File: src/include/bsg_link_consts.svh
`ifndef BSG_LINK_CONSTS_SVH
`define BSG_LINK_CONSTS_SVH

// wormhole flit format
`define BSG_WH_FLIT_WIDTH 16
`define BSG_WH_CORD_WIDTH 4
// number of body flits behind a header
`define BSG_WH_LEN_WIDTH 4

// receive buffer depth
// sender starts with this many credits
`define BSG_LINK_FIFO_DEPTH 8
// flits covered by one token
`define BSG_LINK_TOKEN_DECIMATION 2

// tag frame is start bit, node id, payload
`define BSG_TAG_ID_WIDTH 4
// id this chip answers to
`define BSG_TAG_NODE_ID 3

`endif
File: src/hw/bsg_tag_pkg.sv
`include "bsg_link_consts.svh"

package bsg_tag_pkg;

  // node configuration written over tag
  typedef struct packed {
    logic                          enable;
    logic [`BSG_WH_CORD_WIDTH-1:0] cord;
  } bsg_chip_cfg_s;

  // one tag frame, msb goes on the wire first
  // payload carries enable then cord
  typedef struct packed {
    logic                         start;
    logic [`BSG_TAG_ID_WIDTH-1:0] node_id;
    bsg_chip_cfg_s                payload;
  } bsg_tag_packet_s;

endpackage

File: src/hw/bsg_link_pkg.sv
`include "bsg_link_consts.svh"

package bsg_link_pkg;

  // raw flit as seen on the link pins
  typedef logic [`BSG_WH_FLIT_WIDTH-1:0] bsg_wh_flit_t;

  ////////////////////////////////////////////////////////////
  // header view of a flit
  ////////////////////////////////////////////////////////////

  // dest sits in the low bits, reserved bits ride along untouched
  typedef struct packed {
    logic [`BSG_WH_FLIT_WIDTH-`BSG_WH_LEN_WIDTH-2*`BSG_WH_CORD_WIDTH-1:0] reserved;
    // body flits that follow
    logic [`BSG_WH_LEN_WIDTH-1:0]  len;
    logic [`BSG_WH_CORD_WIDTH-1:0] src_cord;
    logic [`BSG_WH_CORD_WIDTH-1:0] dest_cord;
  } bsg_wh_header_s;

  // credit counter, holds 0 up to the full fifo depth
  typedef logic [$clog2(`BSG_LINK_FIFO_DEPTH+1)-1:0] bsg_link_credit_t;

endpackage

File: src/hw/bsg_chip_block.sv
`timescale 1ns/1ns

module bsg_chip_block
  import bsg_link_pkg::*;
  import bsg_tag_pkg::*;
(
  input  logic         core_clk_i,
  input  logic         rst_n_i,
  // serial configuration
  input  logic         tag_en_i,
  input  logic         tag_data_i,
  // receive link
  input  logic         link_v_i,
  input  bsg_wh_flit_t link_data_i,
  output logic         link_token_o,
  // transmit link
  output logic         link_v_o,
  output bsg_wh_flit_t link_data_o,
  input  logic         link_token_i
);

  bsg_chip_cfg_s cfg_lo;

  // downstream to loopback
  logic          ds_v_lo;
  bsg_wh_flit_t  ds_data_lo;
  logic          ds_ready_li;

  // loopback to upstream
  logic          lb_v_lo;
  bsg_wh_flit_t  lb_data_lo;
  logic          lb_ready_li;

  ////////////////////////////////////////////////////////////
  // tag client
  ////////////////////////////////////////////////////////////

  bsg_tag_client tag_client_i
  (
    .core_clk_i (core_clk_i),
    .rst_n_i    (rst_n_i),
    .tag_en_i   (tag_en_i),
    .tag_data_i (tag_data_i),
    .cfg_o      (cfg_lo)
  );

  ////////////////////////////////////////////////////////////
  // link in, loopback, link out
  ////////////////////////////////////////////////////////////

  bsg_link_downstream downstream_i
  (
    .core_clk_i   (core_clk_i),
    .rst_n_i      (rst_n_i),
    .link_v_i     (link_v_i),
    .link_data_i  (link_data_i),
    .link_token_o (link_token_o),
    .v_o          (ds_v_lo),
    .data_o       (ds_data_lo),
    .ready_i      (ds_ready_li)
  );

  bsg_wh_loopback loopback_i
  (
    .core_clk_i (core_clk_i),
    .rst_n_i    (rst_n_i),
    .cfg_i      (cfg_lo),
    .v_i        (ds_v_lo),
    .data_i     (ds_data_lo),
    .ready_o    (ds_ready_li),
    .v_o        (lb_v_lo),
    .data_o     (lb_data_lo),
    .ready_i    (lb_ready_li)
  );

  bsg_link_upstream upstream_i
  (
    .core_clk_i   (core_clk_i),
    .rst_n_i      (rst_n_i),
    .cfg_i        (cfg_lo),
    .v_i          (lb_v_lo),
    .data_i       (lb_data_lo),
    .ready_o      (lb_ready_li),
    .link_v_o     (link_v_o),
    .link_data_o  (link_data_o),
    .link_token_i (link_token_i)
  );

endmodule

File: src/hw/bsg_link_upstream.sv
`timescale 1ns/1ns
`include "bsg_link_consts.svh"

module bsg_link_upstream
  import bsg_link_pkg::*;
  import bsg_tag_pkg::*;
(
  input  logic          core_clk_i,
  input  logic          rst_n_i,
  input  bsg_chip_cfg_s cfg_i,
  // from the loopback
  input  logic          v_i,
  input  bsg_wh_flit_t  data_i,
  output logic          ready_o,
  // link pins
  output logic          link_v_o,
  output bsg_wh_flit_t  link_data_o,
  input  logic          link_token_i
);

  localparam bsg_link_credit_t credit_init_lp = `BSG_LINK_FIFO_DEPTH;
  localparam bsg_link_credit_t token_inc_lp   = `BSG_LINK_TOKEN_DECIMATION;

  bsg_link_credit_t credit_r;
  logic             send;
  logic             link_v_r;
  bsg_wh_flit_t     link_data_r;

  ////////////////////////////////////////////////////////////
  // credit flow control
  ////////////////////////////////////////////////////////////

  // stall when disabled or out of credits
  assign ready_o = cfg_i.enable & (credit_r != '0);
  assign send    = v_i & ready_o;

  always_ff @(posedge core_clk_i or negedge rst_n_i)
  begin
    if (!rst_n_i)
    begin
      credit_r <= credit_init_lp;
      link_v_r <= 1'b0;
    end
    else
    begin
      link_v_r <= send;
      // one credit per flit out, a token brings back a batch
      case ({send, link_token_i})
        2'b10:   credit_r <= credit_r - 1'b1;
        2'b01:   credit_r <= credit_r + token_inc_lp;
        2'b11:   credit_r <= credit_r + token_inc_lp - 1'b1;
        default: credit_r <= credit_r;
      endcase
    end
  end

  // flit goes out on the pins the cycle after acceptance
  always_ff @(posedge core_clk_i)
  begin
    if (send)
      link_data_r <= data_i;
  end

  assign link_v_o    = link_v_r;
  assign link_data_o = link_data_r;

endmodule

File: src/hw/bsg_wh_loopback.sv
`timescale 1ns/1ns
`include "bsg_link_consts.svh"

module bsg_wh_loopback
  import bsg_link_pkg::*;
  import bsg_tag_pkg::*;
(
  input  logic          core_clk_i,
  input  logic          rst_n_i,
  input  bsg_chip_cfg_s cfg_i,
  // from downstream
  input  logic          v_i,
  input  bsg_wh_flit_t  data_i,
  output logic          ready_o,
  // to upstream
  output logic          v_o,
  output bsg_wh_flit_t  data_o,
  input  logic          ready_i
);

  // body flits still to come in the current packet
  logic [`BSG_WH_LEN_WIDTH-1:0] remain_r;
  // forward or drop, latched at the header
  logic                         keep_r;
  logic                         out_v_r;
  bsg_wh_flit_t                 out_data_r;
  bsg_wh_header_s               hdr_in;
  bsg_wh_header_s               hdr_swap;
  logic                         is_header;
  logic                         hdr_match;
  logic                         keep_now;
  logic                         accept;

  ////////////////////////////////////////////////////////////
  // framing and filter
  ////////////////////////////////////////////////////////////

  assign hdr_in    = bsg_wh_header_s'(data_i);
  // nothing left of the previous packet means a header
  assign is_header = (remain_r == '0);
  assign hdr_match = (hdr_in.dest_cord == cfg_i.cord);
  assign keep_now  = is_header ? hdr_match : keep_r;

  // take a flit whenever the output register frees up
  assign ready_o = ~out_v_r | ready_i;
  assign accept  = v_i & ready_o;

  // echo back, src and dest trade places
  always_comb
  begin
    hdr_swap           = hdr_in;
    hdr_swap.src_cord  = hdr_in.dest_cord;
    hdr_swap.dest_cord = hdr_in.src_cord;
  end

  always_ff @(posedge core_clk_i or negedge rst_n_i)
  begin
    if (!rst_n_i)
    begin
      remain_r <= '0;
      keep_r   <= 1'b0;
      out_v_r  <= 1'b0;
    end
    else
    begin
      if (accept)
      begin
        if (is_header)
        begin
          remain_r <= hdr_in.len;
          keep_r   <= hdr_match;
        end
        else
          remain_r <= remain_r - 1'b1;
      end
      // dropped flits are swallowed without output
      if (accept && keep_now)
        out_v_r <= 1'b1;
      else if (ready_i)
        out_v_r <= 1'b0;
    end
  end

  // single output stage
  always_ff @(posedge core_clk_i)
  begin
    if (accept && keep_now)
      out_data_r <= is_header ? bsg_wh_flit_t'(hdr_swap) : data_i;
  end

  assign v_o    = out_v_r;
  assign data_o = out_data_r;

endmodule

File: src/hw/bsg_link_downstream.sv
`timescale 1ns/1ns
`include "bsg_link_consts.svh"

module bsg_link_downstream
  import bsg_link_pkg::*;
(
  input  logic         core_clk_i,
  input  logic         rst_n_i,
  // link pins
  input  logic         link_v_i,
  input  bsg_wh_flit_t link_data_i,
  output logic         link_token_o,
  // stream toward the loopback
  output logic         v_o,
  output bsg_wh_flit_t data_o,
  input  logic         ready_i
);

  localparam int dec_width_lp = $clog2(`BSG_LINK_TOKEN_DECIMATION + 1);

  logic                    deq;
  logic [dec_width_lp-1:0] deq_cnt_r;
  logic                    token_r;

  ////////////////////////////////////////////////////////////
  // receive buffer
  ////////////////////////////////////////////////////////////

  // sender holds a credit per flit, so there is always room
  // ready of the fifo is left open
  bsg_link_fifo
  #(
    .payload_t (bsg_wh_flit_t),
    .depth_p   (`BSG_LINK_FIFO_DEPTH)
  )
  fifo_i
  (
    .core_clk_i (core_clk_i),
    .rst_n_i    (rst_n_i),
    .v_i        (link_v_i),
    .data_i     (link_data_i),
    .ready_o    (),
    .v_o        (v_o),
    .data_o     (data_o),
    .yumi_i     (deq)
  );

  assign deq = v_o & ready_i;

  ////////////////////////////////////////////////////////////
  // token return
  ////////////////////////////////////////////////////////////

  // one token per decimation count of dequeues
  always_ff @(posedge core_clk_i or negedge rst_n_i)
  begin
    if (!rst_n_i)
    begin
      deq_cnt_r <= '0;
      token_r   <= 1'b0;
    end
    else
    begin
      token_r <= 1'b0;
      if (deq)
      begin
        if (deq_cnt_r == dec_width_lp'(`BSG_LINK_TOKEN_DECIMATION - 1))
        begin
          deq_cnt_r <= '0;
          token_r   <= 1'b1;
        end
        else
          deq_cnt_r <= deq_cnt_r + 1'b1;
      end
    end
  end

  // registered, a single cycle pulse
  assign link_token_o = token_r;

endmodule

File: src/hw/bsg_link_fifo.sv
`timescale 1ns/1ns

module bsg_link_fifo
#(
  parameter type payload_t = logic,
  parameter int  depth_p   = 8
)
(
  input  logic     core_clk_i,
  input  logic     rst_n_i,
  input  logic     v_i,
  input  payload_t data_i,
  output logic     ready_o,
  output logic     v_o,
  output payload_t data_o,
  input  logic     yumi_i
);

  localparam int ptr_width_lp = (depth_p > 1) ? $clog2(depth_p) : 1;
  localparam int cnt_width_lp = $clog2(depth_p + 1);

  payload_t                mem_r [depth_p];
  logic [ptr_width_lp-1:0] wr_ptr_r;
  logic [ptr_width_lp-1:0] rd_ptr_r;
  logic [cnt_width_lp-1:0] count_r;
  logic                    enq;
  logic                    deq;

  // full blocks the write side
  assign ready_o = (count_r != cnt_width_lp'(depth_p));
  assign v_o     = (count_r != '0);
  assign data_o  = mem_r[rd_ptr_r];
  assign enq     = v_i & ready_o;
  assign deq     = yumi_i & v_o;

  always_ff @(posedge core_clk_i or negedge rst_n_i)
  begin
    if (!rst_n_i)
    begin
      wr_ptr_r <= '0;
      rd_ptr_r <= '0;
      count_r  <= '0;
    end
    else
    begin
      // pointers wrap at depth, not only at powers of two
      if (enq)
        wr_ptr_r <= (wr_ptr_r == ptr_width_lp'(depth_p - 1)) ? '0 : wr_ptr_r + 1'b1;
      if (deq)
        rd_ptr_r <= (rd_ptr_r == ptr_width_lp'(depth_p - 1)) ? '0 : rd_ptr_r + 1'b1;
      case ({enq, deq})
        2'b10:   count_r <= count_r + 1'b1;
        2'b01:   count_r <= count_r - 1'b1;
        default: count_r <= count_r;
      endcase
    end
  end

  // storage, visible at data_o the cycle after the write
  always_ff @(posedge core_clk_i)
  begin
    if (enq)
      mem_r[wr_ptr_r] <= data_i;
  end

endmodule

File: src/hw/bsg_tag_client.sv
`timescale 1ns/1ns
`include "bsg_link_consts.svh"

module bsg_tag_client
  import bsg_tag_pkg::*;
(
  input  logic          core_clk_i,
  input  logic          rst_n_i,
  input  logic          tag_en_i,
  input  logic          tag_data_i,
  output bsg_chip_cfg_s cfg_o
);

  // bits behind the start bit
  localparam int frame_bits_lp = $bits(bsg_tag_packet_s) - 1;
  localparam int cnt_width_lp = $clog2(frame_bits_lp + 1);
  localparam logic [`BSG_TAG_ID_WIDTH-1:0] node_id_lp = `BSG_TAG_NODE_ID;

  logic                     busy_r;
  logic [cnt_width_lp-1:0]  cnt_r;
  logic [frame_bits_lp-1:0] shift_r;
  logic                     done_r;
  bsg_tag_packet_s          frame;
  bsg_chip_cfg_s            cfg_r;

  // start bit is implied once a frame is captured
  assign frame = bsg_tag_packet_s'({1'b1, shift_r});

  ////////////////////////////////////////////////////////////
  // frame search and bit counter
  ////////////////////////////////////////////////////////////

  always_ff @(posedge core_clk_i or negedge rst_n_i)
  begin
    if (!rst_n_i)
    begin
      busy_r <= 1'b0;
      cnt_r  <= '0;
      done_r <= 1'b0;
    end
    else
    begin
      // done only pulses for one cycle
      done_r <= 1'b0;
      if (tag_en_i)
      begin
        if (!busy_r)
        begin
          // idle line is low, a one opens a frame
          busy_r <= tag_data_i;
          cnt_r  <= '0;
        end
        else
        begin
          cnt_r <= cnt_r + 1'b1;
          // last payload bit
          if (cnt_r == cnt_width_lp'(frame_bits_lp - 1))
          begin
            busy_r <= 1'b0;
            done_r <= 1'b1;
          end
        end
      end
    end
  end

  // id and payload shift in msb first
  always_ff @(posedge core_clk_i)
  begin
    if (tag_en_i && busy_r)
      shift_r <= {shift_r[frame_bits_lp-2:0], tag_data_i};
  end

  // load one cycle after the last bit, foreign ids ignored
  always_ff @(posedge core_clk_i or negedge rst_n_i)
  begin
    if (!rst_n_i)
      cfg_r <= '0;
    else if (done_r && (frame.node_id == node_id_lp))
      cfg_r <= frame.payload;
  end

  assign cfg_o = cfg_r;

endmodule

File: config.mk
export PLATFORM = sky130hd
export DESIGN_NAME = bsg_chip_block
export DESIGN_NICKNAME = d
export VERILOG_FILES = /design/src/hw/bsg_tag_pkg.sv /design/src/hw/bsg_link_pkg.sv /design/src/hw/bsg_chip_block.sv /design/src/hw/bsg_link_upstream.sv /design/src/hw/bsg_wh_loopback.sv /design/src/hw/bsg_link_downstream.sv /design/src/hw/bsg_link_fifo.sv /design/src/hw/bsg_tag_client.sv
export VERILOG_INCLUDE_DIRS = /design/src /design/src/include
export SDC_FILE = /design/constraint.sdc
export NUM_CORES = 1
export LEC_CHECK = 0
export BUFFER_PORTS_ARGS = -buffer_cell sky130_fd_sc_hd__buf_4
export CAP_MARGIN = 20
export CORE_UTILIZATION = 50
export CTS_CLUSTER_SIZE = 12
export DETAILED_ROUTE_END_ITERATION = 7
export MAX_ROUTING_LAYER = met4
export PLACE_DENSITY = 0.69
export SLEW_MARGIN = 20
export SYNTH_ARGS = -nofsm -noshare
export SYNTH_HDL_FRONTEND = slang
export SYNTH_HIERARCHICAL = 1
export SYNTH_SLANG_ARGS = --single-unit
File: constraint.sdc
create_clock -name core_clk_i -period 3.9 [get_ports core_clk_i]
set_input_delay 0.78 -clock core_clk_i [delete_from_list [all_inputs] [get_ports core_clk_i]]
set_output_delay 0.78 -clock core_clk_i [all_outputs]
set_load 0.01 [all_outputs]
==> impl_metrics.toml <==
[global_routing]
antenna_found_initial = 0
grt_usage_pct = 18.5
grt_start_max_net_pins = 36
first_global_vias = 4062
gr-total-overflow = 0
grt_pass1_wl_mm = 22.2

[synthesis]
synth_seq_area_share_pct = 72.2
syn_area_per_cell_um2 = 19.6
synth_cell_types = 55
synth_area_um2 = 8240
synth_top_area_cell = "edfxtp_1"
synth_nets = 454
synth_async_sr_flop_share_pct = 17.2
netlist_instances = 420
synthTopCellsByArea = "edfxtp_1 62%, dfrtp_1 10%, mux4_1 7.3%, mux2_2 4.4%, mux4_2 2.5%"
synth.yosys.warnings = 6
synth_edf_count = 169
yosysTopAreaCellShare_pct = 61.6
synth_seq_cells = 204
synthFlopType = "edfxtp_1"

[floorplanning]
start_util_pct = 51.5
rows = 46
die_area_um2 = 17000
core_um2 = 16000
die_w_um = 130
io_pins = 40
die_y_um = 130

[critical_path]
rrSetupSlack_ns = 0.35
cp_cell_sequence = "nor4_2, nor2b_1, nor2b_1, inv_1, nand2_2, inv_2, o41ai_2, inv_1, ha_1, ha_1, or4b_2, o311ai_0, o211ai_1"
cp_max_fo = 9
arrival_ns = 3.91
cp.required_ns = 4.26
r2r-start = "upstream_i/credit_r[2]$_DFFE_PN0P_"
r2r_cells = 13
crit_path_end_kind = "flop"
cp_slowest_cell = "or4b_2"
cp-start-kind = "flop"
r2r-end = "downstream_i/fifo_i/count_r[3]$_DFFE_PN0P_"
slowest_delay_ns = 0.65
critPathKind = "reg2reg"

[sta]
max_slew_margin_pct = 34.3
final.period_utilization_pct = 91.1
fmax_mhz = 281
fin_setup_tns_ns = 0
clock_skew_ns = 0.0242
fin_crit_ns = 3.55
rsz0062_at_grt = "false"
hold_violations = 0
setup_violations = 0
drv_slew = 0
worstMarginPinSlew_ns = 0.983

[clock_tree]
cts.htree.levels = 1
cts_tree = "done"
cts_num_sinks = 204
numCtsBuffers = 22
cts-resized-gates = 0
cts.clk_slew.worst_paths_ns = 0.06
cts_buffer_depth = 3
clk_latency_ns = 0.52
cts_root_buf = "clkbuf_16"
cts_setup_buffers = 0
cts-hold-fix-buffers = 0

[final_layout]
fin_nets = 519
drive_gt1_share_pct = 28.7
area_delta_synth_final_pct = 15.5
antenna_cells = 0
n_fill_cell = 1193
design_area_um2 = 9520
multi_input_comb_area_um2 = 2190
layout.area.seq_um2 = 5950

[pwr]
powerDensity_nw_per_um2 = 736
p_leak_uw = 0.00339
peakVddDrop_mv = 0.394

[detailed_routing]
drtIter0Drc = 239
remaining_drc_errors = 0
ant_nets = 0
vias_per_cell = 5.54
wl_per_cell_um = 19.9
vias = 3957
postRouteWirelength_mm = 14.2
first_pass_iters = 4

[run_status]
status = "finished clean"

[run]
maxCapViolations = 0

[placed_design]
portBuffers = 39
place_congestion = 0.771
placed_area_um2 = 8860
dp_hpwl_mm = 8.83

[min_path]
hp-class = "in2async"
[how the worst max path moves through the flow]
stage / startpoint / endpoint / cells after the start
final: upstream_i/credit_r[2]$_DFFE_PN0P_ / downstream_i/fifo_i/count_r[3]$_DFFE_PN0P_ / 13
after CTS: upstream_i/credit_r[2]$_DFFE_PN0P_ / downstream_i/fifo_i/count_r[3]$_DFFE_PN0P_ / 13
after floorplan: downstream_i/fifo_i/rd_ptr_r[0]$_DFFE_PN0P_ / loopback_i/data_o[0]$_DFFE_PP_ / 7
after global routing: upstream_i/credit_r[2]$_DFFE_PN0P_ / downstream_i/fifo_i/count_r[3]$_DFFE_PN0P_ / 13
after global placement: upstream_i/credit_r[2]$_DFFE_PN0P_ / downstream_i/fifo_i/count_r[3]$_DFFE_PN0P_ / 13
after detailed placement: upstream_i/credit_r[2]$_DFFE_PN0P_ / downstream_i/fifo_i/count_r[3]$_DFFE_PN0P_ / 13
[worst max-delay path, delay by kind of cell, from the launching register on]
| kind | cells | cell delay, ns |
|---|---|---|
| buffers and inverters | 3 | 0.35 |
| adder cells (fa/ha/maj) | 2 | 0.68 |
| AO/OA/AOI/OAI | 3 | 0.39 |
| AND/OR/NAND/NOR | 5 | 1.55 |
| flip-flops | 1 | 0.44 |
[cells in the mapped netlist (all sizes together) (5+ instances only)]
| library cell | instances |
|---|---|
| edfxtp | 169 |
| mux2 | 36 |
| dfrtp | 34 |
| mux4 | 32 |
| inv | 16 |
| nand2 | 14 |
| ha | 11 |
| nor2 | 9 |
| nor3 | 9 |
| xnor2 | 9 |
| buf | 8 |
| nand3 | 8 |
| mux2i | 7 |
| nor3b | 5 |
| o21ai | 5 |
[routing by layer]
| layer | part of all wire, % | track usage, % | vias up | wire, µm |
|---|---|---|---|---|
| met5 | 0 | - | - | 0 |
| met3 | 5.0 | 3.30 | 30 | 719 |
| met2 | 51 | 31.2 | 93 | 7310 |
| met1 | 42 | 23.1 | 2012 | 5930 |
| li1 | - | - | 1822 | - |
| met4 | 2.0 | 5.27 | 0 | 291 |
[placed cells by master (no fill, tap or decap), drive strengths merged, types with 7 or more instances in the layout]
cell,netlist,routed
nor3,9,9
nand2,14,14
nor2,9,9
ha,11,11
mux4,32,32
dfrtp,34,34
xnor2,9,9
edfxtp,169,169
mux2,36,36
clkbuf,4,32
nand3,8,8
buf,8,53
mux2i,7,7
inv,16,16
[logic make-up after synthesis]
logic type	Yosys count	synth area share, %
AOI/OAI and AO/OA	23	2.22
xor gates and xnor gates	12	1.28
adders and majority gates	12	1.91
buffers and inverters	28	1.76
DFF	204	72.2
muxes	75	15.6
and+or+nand+nor	66	5.07
[power breakdown]
group	internal (µW)	switching (µW)	total (µW)
Combinational	993	957	1950
Clock	1060	772	1840
Sequential	2880	344	3220
Total	4940	2070	7010
[area by class of cell]
| type | count | area share [%] |
|---|---|---|
| well taps | 216 | 2.84 |
| flip-flops and latches | 204 | 62.5 |
| multi-input cells | 188 | 23.0 |
| clock inverters | 5 | 0.486 |
| inverters | 16 | 0.631 |
| clock buffers | 32 | 6.28 |
| repair buffers | 53 | 4.18 |
[registers in the layout (all words and copies together) (netlist names), 2 cells and up]
register,flops
tag_client_i/cfg_o,5
loopback_i/remain_r,4
upstream_i/credit_r,4
tag_client_i/cnt_r,4
downstream_i/fifo_i/rd_ptr_r,3
upstream_i/link_data_o,16
downstream_i/deq_cnt_r,2
downstream_i/fifo_i/count_r,4
downstream_i/fifo_i/mem_r,128
downstream_i/fifo_i/wr_ptr_r,3
tag_client_i/shift_r,9
loopback_i/data_o,16
[through the flow]
stage / hold WS, ns / util (%) / worst slack, ns / cells / total power (µW)
floorplan: 0.400 / - / 0.552 / 420 / 4640
global placement: 0.405 / 55.4 / 0.574 / 677 / 5130
detailed placement: 0.405 / 55.4 / 0.413 / 677 / 5220
CTS: 0.217 / 59.4 / 0.393 / 714 / 7080
global route: 0.243 / 59.5 / 0.0472 / 714 / 7380
finish: 0.221 / 59.5 / 0.347 / 714 / 7010
Power figures use the tool's default switching activity.
